==> src/common/exu_settings.svh <==
// Width and depth macros for the execution stage
`ifndef EXU_SETTINGS_SVH
`define EXU_SETTINGS_SVH

// Datapath
`define EXU_XLEN        32
`define EXU_INSTR_SIZE  32
`define EXU_ADDR_SIZE   32

// Register file
`define EXU_RFIDX_WIDTH 5
`define EXU_RF_NUM      32

// Outstanding long-pipe table, tag is log2 of depth
`define EXU_OITF_DEPTH  2
`define EXU_ITAG_WIDTH  1

`endif
==> src/common/exu_pipe_pkg.sv <==
// Pipeline types: data word, register index, instruction tag
`include "exu_settings.svh"

package exu_pipe_pkg;

  // One register-file word
  typedef logic [`EXU_XLEN-1:0] word_t;

  // Register index
  typedef logic [`EXU_RFIDX_WIDTH-1:0] rfidx_t;

  // OITF entry pointer, travels with a load as its tag
  typedef logic [`EXU_ITAG_WIDTH-1:0] itag_t;

endpackage

==> src/common/exu_isa_pkg.sv <==
// Opcode and ALU operation enums, funct3 and funct7 encodings
package exu_isa_pkg;

  // Major opcodes handled by the decoder
  typedef enum logic [6:0] {
    OPC_LOAD   = 7'b0000011,
    OPC_OP_IMM = 7'b0010011,
    OPC_OP     = 7'b0110011
  } opcode_e;

  typedef enum logic [2:0] {
    ALU_ADD = 3'd0,
    ALU_SUB = 3'd1,
    ALU_AND = 3'd2,
    ALU_OR  = 3'd3,
    ALU_XOR = 3'd4,
    ALU_SLT = 3'd5
  } alu_op_e;

  // funct3 field
  localparam logic [2:0] F3_ADD_SUB = 3'b000;
  localparam logic [2:0] F3_SLT     = 3'b010;
  localparam logic [2:0] F3_XOR     = 3'b100;
  localparam logic [2:0] F3_OR      = 3'b110;
  localparam logic [2:0] F3_AND     = 3'b111;
  localparam logic [2:0] F3_LW      = 3'b010; // Word load

  // funct7 field
  localparam logic [6:0] F7_BASE = 7'b0000000;
  localparam logic [6:0] F7_SUB  = 7'b0100000;

endpackage

==> src/rtl/exu.sv <==
// Execution stage top: regfile, decode, dispatch, OITF, ALU, write-back
`timescale 1ns/10ps
`include "exu_settings.svh"

module exu import exu_isa_pkg::*; import exu_pipe_pkg::*; (
  input  logic                       clk,
  input  logic                       i_rst_n,
  input  logic                       i_valid,       // Instruction handshake
  output logic                       o_ready,
  input  logic [`EXU_INSTR_SIZE-1:0] i_ir,
  output logic                       o_agu_cmd_valid, // AGU command to LSU
  input  logic                       i_agu_cmd_ready,
  output logic [`EXU_ADDR_SIZE-1:0]  o_agu_cmd_addr,
  output itag_t                      o_agu_cmd_itag,
  input  logic                       i_lsu_valid,   // LSU write-back
  output logic                       o_lsu_ready,
  input  word_t                      i_lsu_wdat,
  input  itag_t                      i_lsu_itag,
  output logic                       o_wbck_ena,    // Retire trace
  output rfidx_t                     o_wbck_rdidx,
  output word_t                      o_wbck_wdat,
  output logic                       o_oitf_empty,
  output logic                       o_exu_active
);

  rfidx_t  dec_rs1idx, dec_rs2idx, dec_rdidx;
  logic    dec_rs2en, dec_rdwen, dec_use_imm, dec_load;
  word_t   dec_imm;
  alu_op_e dec_alu_op;
  word_t   rf_rs1, rf_rs2;
  word_t   alu_result;
  logic    disp_alu_valid, alu_wbck_ready, disp_oitf_ena;
  logic    oitf_full, oitf_ret_ena;
  logic    match_rs1, match_rs2, match_rd;
  itag_t   oitf_ret_ptr;
  rfidx_t  oitf_ret_rdidx;

  ////////////////////////////////////////////////////////////
  exu_regfile u_regfile (
    .clk (clk), .i_rst_n (i_rst_n),
    .i_rs1idx (dec_rs1idx), .i_rs2idx (dec_rs2idx),
    .i_wen (o_wbck_ena), .i_wrdidx (o_wbck_rdidx), .i_wdat (o_wbck_wdat),
    .o_rs1_dat (rf_rs1), .o_rs2_dat (rf_rs2)
  );

  exu_decode u_decode (
    .i_instr (i_ir),
    .o_rs1idx (dec_rs1idx), .o_rs2idx (dec_rs2idx), .o_rdidx (dec_rdidx),
    .o_rs2en (dec_rs2en), .o_rdwen (dec_rdwen), .o_imm (dec_imm),
    .o_alu_op (dec_alu_op), .o_use_imm (dec_use_imm), .o_load (dec_load)
  );

  exu_disp u_disp (
    .i_valid (i_valid), .i_rs2en (dec_rs2en), .i_rdwen (dec_rdwen), .i_load (dec_load),
    .i_oitf_full (oitf_full),
    .i_match_rs1 (match_rs1), .i_match_rs2 (match_rs2), .i_match_rd (match_rd),
    .i_agu_cmd_ready (i_agu_cmd_ready), .i_alu_wbck_ready (alu_wbck_ready),
    .o_ready (o_ready), .o_alu_valid (disp_alu_valid),
    .o_agu_cmd_valid (o_agu_cmd_valid), .o_oitf_ena (disp_oitf_ena)
  );

  exu_oitf u_oitf (
    .clk (clk), .i_rst_n (i_rst_n),
    .i_dis_ena (disp_oitf_ena), .i_dis_rdidx (dec_rdidx), .i_ret_ena (oitf_ret_ena),
    .i_rs1idx (dec_rs1idx), .i_rs2idx (dec_rs2idx), .i_rdidx (dec_rdidx),
    .o_dis_ptr (o_agu_cmd_itag), .o_ret_ptr (oitf_ret_ptr), .o_ret_rdidx (oitf_ret_rdidx),
    .o_full (oitf_full), .o_empty (o_oitf_empty),
    .o_match_rs1 (match_rs1), .o_match_rs2 (match_rs2), .o_match_rd (match_rd)
  );

  exu_alu u_alu (
    .i_op (dec_alu_op), .i_rs1 (rf_rs1), .i_rs2 (rf_rs2),
    .i_imm (dec_imm), .i_use_imm (dec_use_imm),
    .o_result (alu_result), .o_addr (o_agu_cmd_addr)
  );

  exu_wbck u_wbck (
    .clk (clk), .i_rst_n (i_rst_n),
    .i_alu_valid (disp_alu_valid), .i_alu_rdidx (dec_rdidx), .i_alu_wdat (alu_result),
    .i_lsu_valid (i_lsu_valid), .i_lsu_wdat (i_lsu_wdat), .i_lsu_itag (i_lsu_itag),
    .i_oitf_ret_ptr (oitf_ret_ptr), .i_oitf_ret_rdidx (oitf_ret_rdidx),
    .o_alu_ready (alu_wbck_ready), .o_lsu_ready (o_lsu_ready), .o_oitf_ret_ena (oitf_ret_ena),
    .o_rf_wen (o_wbck_ena), .o_rf_rdidx (o_wbck_rdidx), .o_rf_wdat (o_wbck_wdat)
  );

  assign o_exu_active = ~o_oitf_empty | i_valid; // Loads in flight or work pending

endmodule

==> src/rtl/exu_wbck.sv <==
// Write-back: LSU accept, OITF retire, register port arbitration
`timescale 1ns/10ps
`include "exu_settings.svh"

module exu_wbck import exu_pipe_pkg::*; (
  input  logic   clk,
  input  logic   i_rst_n,
  input  logic   i_alu_valid,
  input  rfidx_t i_alu_rdidx,
  input  word_t  i_alu_wdat,
  input  logic   i_lsu_valid,
  input  word_t  i_lsu_wdat,
  input  itag_t  i_lsu_itag,
  input  itag_t  i_oitf_ret_ptr,
  input  rfidx_t i_oitf_ret_rdidx,
  output logic   o_alu_ready,
  output logic   o_lsu_ready,
  output logic   o_oitf_ret_ena,
  output logic   o_rf_wen,
  output rfidx_t o_rf_rdidx,
  output word_t  o_rf_wdat
);

  logic lsu_ready_q;
  logic lsu_fire;

  // Ready rises once out of reset and stays up
  always_ff @(posedge clk or negedge i_rst_n) begin
    if (!i_rst_n) begin
      lsu_ready_q <= 1'b0;
    end else begin
      lsu_ready_q <= 1'b1;
    end
  end

  assign o_lsu_ready = lsu_ready_q;

  // Only the oldest outstanding load may retire
  assign lsu_fire       = i_lsu_valid & lsu_ready_q & (i_lsu_itag == i_oitf_ret_ptr);
  assign o_oitf_ret_ena = lsu_fire;

  ////////////////////////////////////////////////////////////
  // Long pipe owns the port whenever the LSU presents data
  assign o_alu_ready = ~i_lsu_valid;

  assign o_rf_wen   = (lsu_fire & (i_oitf_ret_rdidx != '0)) | (i_alu_valid & o_alu_ready);
  assign o_rf_rdidx = lsu_fire ? i_oitf_ret_rdidx : i_alu_rdidx;
  assign o_rf_wdat  = lsu_fire ? i_lsu_wdat : i_alu_wdat;

endmodule

==> src/rtl/exu_alu.sv <==
// Single-cycle ALU with the load address adder
`timescale 1ns/10ps
`include "exu_settings.svh"

module exu_alu import exu_isa_pkg::*; import exu_pipe_pkg::*; (
  input  alu_op_e i_op,
  input  word_t   i_rs1,
  input  word_t   i_rs2,
  input  word_t   i_imm,
  input  logic    i_use_imm,
  output word_t   o_result,
  output logic [`EXU_ADDR_SIZE-1:0] o_addr
);

  word_t op2;
  logic  lt;

  assign op2 = i_use_imm ? i_imm : i_rs2;
  assign lt  = $signed(i_rs1) < $signed(op2); // Signed compare for SLT

  always_comb begin
    case (i_op)
      ALU_ADD: o_result = i_rs1 + op2;
      ALU_SUB: o_result = i_rs1 - op2;
      ALU_AND: o_result = i_rs1 & op2;
      ALU_OR:  o_result = i_rs1 | op2;
      ALU_XOR: o_result = i_rs1 ^ op2;
      ALU_SLT: o_result = {{(`EXU_XLEN-1){1'b0}}, lt};
      default: o_result = '0;
    endcase
  end

  // AGU address, always rs1 plus immediate
  assign o_addr = `EXU_ADDR_SIZE'(i_rs1 + i_imm);

endmodule

==> src/disp/exu_oitf.sv <==
// Outstanding-load table: circular buffer of rd indices with hazard match flags
`timescale 1ns/10ps
`include "exu_settings.svh"

module exu_oitf import exu_pipe_pkg::*; (
  input  logic   clk,
  input  logic   i_rst_n,
  input  logic   i_dis_ena,
  input  rfidx_t i_dis_rdidx,
  input  logic   i_ret_ena,
  input  rfidx_t i_rs1idx,
  input  rfidx_t i_rs2idx,
  input  rfidx_t i_rdidx,
  output itag_t  o_dis_ptr,
  output itag_t  o_ret_ptr,
  output rfidx_t o_ret_rdidx,
  output logic   o_full,
  output logic   o_empty,
  output logic   o_match_rs1,
  output logic   o_match_rs2,
  output logic   o_match_rd
);

  localparam int DEPTH = `EXU_OITF_DEPTH;
  localparam int PW    = `EXU_ITAG_WIDTH;

  logic [PW:0]      wr_q;  // {wrap, pointer}
  logic [PW:0]      rt_q;
  logic [DEPTH-1:0] vld_q;
  rfidx_t           rd_q [DEPTH];

  // Advance a pointer, flipping the wrap bit at the last entry
  function automatic logic [PW:0] ptr_inc(input logic [PW:0] cur);
    logic [PW:0] nxt;
    if (cur[PW-1:0] == itag_t'(DEPTH - 1)) begin
      nxt = {~cur[PW], {PW{1'b0}}};
    end else begin
      nxt = cur + {{PW{1'b0}}, 1'b1};
    end
    return nxt;
  endfunction

  always_ff @(posedge clk or negedge i_rst_n) begin
    if (!i_rst_n) begin
      wr_q  <= '0;
      rt_q  <= '0;
      vld_q <= '0;
    end else begin
      if (i_dis_ena) wr_q <= ptr_inc(wr_q);
      if (i_ret_ena) rt_q <= ptr_inc(rt_q);
      for (int i = 0; i < DEPTH; i++) begin
        if (i_dis_ena && (wr_q[PW-1:0] == itag_t'(i))) begin
          vld_q[i] <= 1'b1;
        end else if (i_ret_ena && (rt_q[PW-1:0] == itag_t'(i))) begin
          vld_q[i] <= 1'b0;
        end
      end
    end
  end

  always_ff @(posedge clk) begin
    if (i_dis_ena) rd_q[wr_q[PW-1:0]] <= i_dis_rdidx; // Destination of the new load
  end

  assign o_dis_ptr   = wr_q[PW-1:0];
  assign o_ret_ptr   = rt_q[PW-1:0];
  assign o_ret_rdidx = rd_q[rt_q[PW-1:0]];
  assign o_full      = (wr_q[PW-1:0] == rt_q[PW-1:0]) & (wr_q[PW] != rt_q[PW]);
  assign o_empty     = (wr_q == rt_q);

  ////////////////////////////////////////////////////////////
  // Compare each live entry against the dispatching instruction
  always_comb begin
    o_match_rs1 = 1'b0;
    o_match_rs2 = 1'b0;
    o_match_rd  = 1'b0;
    for (int i = 0; i < DEPTH; i++) begin
      o_match_rs1 |= vld_q[i] & (rd_q[i] == i_rs1idx);
      o_match_rs2 |= vld_q[i] & (rd_q[i] == i_rs2idx);
      o_match_rd  |= vld_q[i] & (rd_q[i] == i_rdidx);
    end
  end

endmodule

==> src/disp/exu_disp.sv <==
// Dispatch: hazard stall, ALU or load routing, ready and enable strobes
`timescale 1ns/10ps
`include "exu_settings.svh"

module exu_disp (
  input  logic i_valid,
  input  logic i_rs2en,
  input  logic i_rdwen,
  input  logic i_load,
  input  logic i_oitf_full,
  input  logic i_match_rs1,
  input  logic i_match_rs2,
  input  logic i_match_rd,
  input  logic i_agu_cmd_ready,
  input  logic i_alu_wbck_ready,
  output logic o_ready,
  output logic o_alu_valid,
  output logic o_agu_cmd_valid,
  output logic o_oitf_ena
);

  logic stall;

  ////////////////////////////////////////////////////////////
  // Dependency on an outstanding load
  assign stall = i_match_rs1 |
                 (i_match_rs2 & i_rs2en) |
                 (i_match_rd & i_rdwen); // WAW against the pending rd

  ////////////////////////////////////////////////////////////
  // Routing
  assign o_alu_valid     = i_valid & ~i_load & i_rdwen & ~stall; // Write request only
  assign o_agu_cmd_valid = i_valid & i_load & ~stall & ~i_oitf_full;

  // Load needs the LSU and a free OITF slot, the rest needs the write port
  assign o_ready = ~stall & (i_load ? (i_agu_cmd_ready & ~i_oitf_full)
                                    : i_alu_wbck_ready);

  // Allocate on the AGU handshake
  assign o_oitf_ena = o_agu_cmd_valid & i_agu_cmd_ready;

endmodule

==> src/rtl/exu_decode.sv <==
// Instruction decoder: register fields, immediate, ALU operation, class
`timescale 1ns/10ps
`include "exu_settings.svh"

module exu_decode import exu_isa_pkg::*; import exu_pipe_pkg::*; (
  input  logic [`EXU_INSTR_SIZE-1:0] i_instr,
  output rfidx_t  o_rs1idx,
  output rfidx_t  o_rs2idx,
  output rfidx_t  o_rdidx,
  output logic    o_rs2en,
  output logic    o_rdwen,
  output word_t   o_imm,
  output alu_op_e o_alu_op,
  output logic    o_use_imm,
  output logic    o_load
);

  opcode_e    opcode;
  logic [2:0] funct3;
  logic [6:0] funct7;
  alu_op_e    f3_op;
  logic       f3_known;
  logic       is_op;
  logic       is_opimm;
  logic       is_lw;

  assign opcode = opcode_e'(i_instr[6:0]);
  assign funct3 = i_instr[14:12];
  assign funct7 = i_instr[31:25];

  assign o_rdidx  = i_instr[11:7];
  assign o_rs1idx = i_instr[19:15];
  assign o_rs2idx = i_instr[24:20];
  assign o_imm    = {{(`EXU_XLEN-12){i_instr[31]}}, i_instr[31:20]}; // I-type, sign-extended

  // funct3 to operation, shared by register and immediate forms
  always_comb begin
    f3_known = 1'b1;
    case (funct3)
      F3_ADD_SUB: f3_op = ALU_ADD;
      F3_SLT:     f3_op = ALU_SLT;
      F3_XOR:     f3_op = ALU_XOR;
      F3_OR:      f3_op = ALU_OR;
      F3_AND:     f3_op = ALU_AND;
      default: begin
        f3_op    = ALU_ADD;
        f3_known = 1'b0; // Shifts and SLTU not handled
      end
    endcase
  end

  assign is_op    = (opcode == OPC_OP) && f3_known &&
                    ((funct7 == F7_BASE) || ((funct7 == F7_SUB) && (funct3 == F3_ADD_SUB)));
  assign is_opimm = (opcode == OPC_OP_IMM) && f3_known && (funct3 != F3_SLT); // No SLTI
  assign is_lw    = (opcode == OPC_LOAD) && (funct3 == F3_LW);

  assign o_alu_op  = (is_op && (funct7 == F7_SUB)) ? ALU_SUB : (is_lw ? ALU_ADD : f3_op);
  assign o_use_imm = (opcode != OPC_OP);
  assign o_rs2en   = is_op;
  assign o_load    = is_lw;
  // Unsupported encodings and rd of x0 retire silently
  assign o_rdwen   = (is_op || is_opimm || is_lw) && (o_rdidx != '0);

endmodule

==> src/rtl/exu_regfile.sv <==
// Integer register file, two read ports and one write port, x0 tied to zero
`timescale 1ns/10ps
`include "exu_settings.svh"

module exu_regfile import exu_pipe_pkg::*; (
  input  logic   clk,
  input  logic   i_rst_n,
  input  rfidx_t i_rs1idx,
  input  rfidx_t i_rs2idx,
  input  logic   i_wen,
  input  rfidx_t i_wrdidx,
  input  word_t  i_wdat,
  output word_t  o_rs1_dat,
  output word_t  o_rs2_dat
);

  word_t rf_q [`EXU_RF_NUM];

  assign rf_q[0] = '0; // x0 reads as zero, never written

  for (genvar i = 1; i < `EXU_RF_NUM; i++) begin : g_rf
    always_ff @(posedge clk or negedge i_rst_n) begin
      if (!i_rst_n) begin
        rf_q[i] <= '0;
      end else if (i_wen && (i_wrdidx == rfidx_t'(i))) begin
        rf_q[i] <= i_wdat;
      end
    end
  end

  // Combinational reads
  assign o_rs1_dat = rf_q[i_rs1idx];
  assign o_rs2_dat = rf_q[i_rs2idx];

endmodule

==> config.mk <==
export PLATFORM = sky130hd
export DESIGN_NAME = exu
export DESIGN_NICKNAME = d
export VERILOG_FILES = /design/src/common/exu_pipe_pkg.sv /design/src/common/exu_isa_pkg.sv /design/src/rtl/exu.sv /design/src/rtl/exu_wbck.sv /design/src/rtl/exu_alu.sv /design/src/disp/exu_oitf.sv /design/src/disp/exu_disp.sv /design/src/rtl/exu_decode.sv /design/src/rtl/exu_regfile.sv
export VERILOG_INCLUDE_DIRS = /design/src /design/src/common
export SDC_FILE = /design/constraint.sdc
export NUM_CORES = 2
export LEC_CHECK = 0
export BUFFER_PORTS_ARGS = -buffer_cell sky130_fd_sc_hd__clkbuf_2
export CAP_MARGIN = 5
export CORE_UTILIZATION = 29
export CTS_BUF_LIST = sky130_fd_sc_hd__clkbuf_8 sky130_fd_sc_hd__clkbuf_16
export DETAILED_ROUTE_END_ITERATION = 8
export PLACE_DENSITY_LB_ADDON = 0.25
export SYNTH_ARGS = -nofsm -noshare
export SYNTH_HDL_FRONTEND = slang
export SYNTH_SLANG_ARGS = --single-unit
==> constraint.sdc <==
create_clock -name clk -period 9 [get_ports clk]
set_input_delay 0.9 -clock clk [delete_from_list [all_inputs] [get_ports clk]]
set_output_delay 0.9 -clock clk [all_outputs]
set_load 0.1 [all_outputs]
==> results.txt <==
- The final number of max-transition violations was 0.
- Total congestion overflow: 0
- In this run the cell area of the synthesized design comes to 60000 um2.
- Across all layers, the routed design uses 44600 vias.
- Crit start category: primary input
* Required @ worst endpoint: between 8 and 9 ns
- Switching fraction of total power: 35.4%
- Warning count from the yosys run: 0
- Critical path type: primary input to output pin
- After synthesis the netlist holds a flip-flop and latch count of 1009.
* Clock network fraction of total power: 33.4%
- First-pass GRT wire length: 322 mm
* Initial Utilization: about 30%
* Number of buffers inserted during clock tree synthesis: 110
- Internal portion of total power: 9.88 mW
* Final worst-path setup slack: ~0.77 ns
- CTS saw between 1000 and 1500 sinks.
- Post-synthesis net count: 5523
* Post-placement setup slack: 0.926 ns
* Final min period: 8.23 ns
- Setup violations remaining at the end of the flow were counted as 0.
* Finished Layout Cells: 8023
- Data arrives at the worst endpoint at 7.33 ns.
- Cells after Synth: roughly 5300
- Via count of the first global-routing pass: between 40000 and 50000
* Floorplan Core Area: about 200000 um2
- Drt drc: 0
- Antenna violations before repair: 4
* Share of power burned in registers: ~37%
- Endpoint class of the critical path: output pin
- After clock tree synthesis, the clock-pin slew on the worst setup and hold paths is approximately 0.060 ns.
- Share of cells above drive strength 1: 27.1%
- In this run the static leakage power is about 30 nW.
- Ys async rst share: 99.0%
- Counting along the longest clock path gives a buffer depth of 3.
* Root cell of the clock tree: sky130_fd_sc_hd__clkbuf_16
* Net count of the finished layout: 5439
* Die X-Extent: 457 um
- Post-CTS setup buffer count: 0
- Later-pin clock latency in the skew report: 0.78 ns
* Maximum clock frequency: 121 MHz
- After routing, the total negative slack on setup checks comes to 0 ns.
* Share of power burned in combinational logic: ~30%
* Post-CTS Hold Fix Bufs: 0
- Each instance of the synthesized netlist takes up on average 11.3 um2.
- The floorplan step defined a die boundary enclosing 209000 um2.
- Sequence of cells on the critical path: buf_8 > buf_12 > mux4_2 > mux4_2 > mux2i_1 > ha_1 > inv_1 > o31ai_1 > nand4_1 > a211oi_1 > o221ai_1 > a41oi_1 > mux2i_1 > or3_1 > o311a_1 > inv_1 > buf_12
- Slew at the pin closest to its max-slew limit: approximately 1.2 ns
* Most common flop cell mapped by yosys: sky130_fd_sc_hd__dfrtp_1
- The design draws 15.3 mW.
- For this block, the routed nets add up to ~220 mm of wire.
- Critical path's slowest cell: sky130_fd_sc_hd__a211oi_1
- Relative slew slack: 17.5%
- For the final database, setup skew stands at 0.0586 ns.
* Number of I/O port buffers: 145
- Average routed wire per standard cell: approximately 28 um
- Number of resized instances in the post-cts repair step: 0
- The clock tree synthesis step divided the H-tree into 3 levels.
- Total track usage: 21.0%
* Sequential-to-total area share from yosys stat: 42.2%
- The analysis attributes to net switching a power of 5.42 mW.
* Number of flops mapped to enable cells by yosys: 10
* Synth-to-Final Area Change: 13.8%
- Of all nets on the critical path, the largest fanout is 49.
- Pwr per Cell Area: 224 nW/um2
- Detailed placement ended at an HPWL of 140 mm.
* Routed Antenna Nets: 0
- In this run the worst hold path is classified as primary input to async pin.
- The number of hold violations in the final report came to 0.
* Largest net degree at the start of global routing: 166
- Number of unique standard cell types used by synthesis: 84
- Outcome: finished, final reports clean
- Row count: about 170
* Maximum VDD drop: between 0.15 and 0.2 mV
- Setup repair after global routing left no endpoint under its margin.
* Iteration count of the initial detailed-routing pass: 6
- The largest single stage delay on the critical path is around 0.62 ns.
* Final clock period utilization by the worst path: 91.5%
* Number of ports placed on the die boundary: 146
- Max-cap violations in this run came to 0.
- Final weighted congestion of routability-driven global placement: 0.927
- Vertical extent of the die: 457 um
- Vias/cell: 5.55
- Number of placed instances, taps included: 7812
- In this run, the number of DRC markers left after iteration 0 of detailed routing was 4164.
- TritonCTS clock tree: yes
power by group through the flow:
stage	combinational, mW	clock (mW)	sequential, mW
after CTS	4.50	5.22	5.68
after floorplan	3.16	0	5.58
after global placement	4.45	0	5.72
final	4.49	5.12	5.69
after global routing	4.82	5.37	5.77
after detailed placement	4.49	0	5.75
final cells by class:
cell class	count	area (um2)
multi-input combinational	3683	32500
antenna	2	5.00
fill	20400	137000
clock buffer	138	3150
sequential	1009	25300
tap	2688	3360
inverter	135	507
timing repair buffer	297	2490
clock inverter	71	933
state kept, by name, indices dropped and copies added (netlist names):
signal,count
u_oitf.wr_q,2
u_oitf.vld_q,2
u_oitf.rd_q,10
u_oitf.rt_q,2
u_regfile.rf_q,992
u_wbck.o_lsu_ready,1
worst max-delay path, delay by kind of cell:
kind	cells	cell delay (ns)
buf+inv	5	1.38
simple gates	2	0.38
mux	4	1.85
fa+ha+maj	1	0.29
compound gates	5	2.47
path summary, 6_finish.rpt:
| check | slack (ns) | cells past startpoint | from | to |
|---|---|---|---|---|
| max | 0.77 | 17 | i_ir[15] | o_wbck_wdat[28] |
| min | 0.12 | 1 | i_rst_n | u_regfile.rf_q[427] |
| max reg2reg | 2.57 | 17 | u_regfile.rf_q[96] | u_regfile.rf_q[120] |
| min reg2reg | 0.50 | 2 | u_regfile.rf_q[571] | u_regfile.rf_q[571] |
| max in group asynchronous | 6.72 | 3 | i_rst_n | u_regfile.rf_q[462] |
| min in group clk | 0.40 | 2 | i_lsu_itag | u_oitf.rt_q[0] |
layer usage:
layer  track usage, %  routed length [um]
met1             29.4               98000
met2             32.9              101000
met3             3.45               14700
met5                0                   0
met4             7.32                7670
placed cells by master (no fill, tap or decap), drive strengths merged, types with 95 or more instances in the layout:
cell and count:
nand2 879, dfrtp 999, ha 130, inv 162
buf 184, mux2i 95, mux2 309, clkbuf 251
nor2 150, a21oi 129, mux4 576, o21ai 816
cells in the mapped netlist (20+ instances only):
| master | number | area share [%] |
|---|---|---|
| sky130_fd_sc_hd__nor3_1 | 24 | 0.20 |
| sky130_fd_sc_hd__o211ai_1 | 23 | 0.29 |
| sky130_fd_sc_hd__o21bai_1 | 20 | 0.25 |
| sky130_fd_sc_hd__inv_1 | 135 | 0.85 |
| sky130_fd_sc_hd__buf_1 | 77 | 0.48 |
| sky130_fd_sc_hd__nand3_1 | 41 | 0.34 |
| sky130_fd_sc_hd__mux4_2 | 576 | 22 |
| sky130_fd_sc_hd__o31ai_1 | 31 | 0.39 |
| sky130_fd_sc_hd__nor2_1 | 150 | 0.94 |
| sky130_fd_sc_hd__a22o_1 | 33 | 0.48 |
| sky130_fd_sc_hd__mux2i_1 | 95 | 1.6 |
| sky130_fd_sc_hd__a21oi_1 | 128 | 1.1 |
| sky130_fd_sc_hd__o21ai_0 | 799 | 6.7 |
| sky130_fd_sc_hd__ha_1 | 130 | 2.7 |
| sky130_fd_sc_hd__nor2b_1 | 31 | 0.32 |
| sky130_fd_sc_hd__dfrtp_1 | 999 | 42 |
| sky130_fd_sc_hd__clkbuf_1 | 350 | 2.2 |
| sky130_fd_sc_hd__a21o_1 | 46 | 0.58 |
| sky130_fd_sc_hd__mux2_2 | 307 | 5.8 |
| sky130_fd_sc_hd__nand2_1 | 879 | 5.5 |
| sky130_fd_sc_hd__xnor2_1 | 51 | 0.74 |
| sky130_fd_sc_hd__buf_2 | 57 | 0.48 |
| sky130_fd_sc_hd__o21a_1 | 22 | 0.28 |
per-stage QoR:
| stage | util, % | instance area (um2) | hold slack (ns) |
|---|---|---|---|
| 2_1_floorplan | - | 60000 | 0.460 |
| 3_3_place_gp | 31.3 | 64200 | 0.474 |
| 3_5_place_dp | 31.3 | 64200 | 0.485 |
| 4_1_cts | 33.3 | 68200 | 0.125 |
| 5_1_grt | 33.3 | 68200 | 0.157 |
| 6_report | 33.3 | 68200 | 0.125 |
logic make-up after synthesis:
| logic type | synth area share, % |
|---|---|
| XOR/XNOR | 1.02 |
| AND/OR/NAND/NOR | 8.51 |
| adder cells (fa/ha/maj) | 2.81 |
| buffers and inverters | 4.14 |
| multiplexers | 29.0 |
| flip-flops | 42.2 |
| other | 0.00625 |
| AO/OA/AOI/OAI | 12.3 |
Note: power is estimated with default switching activity, not from simulation.
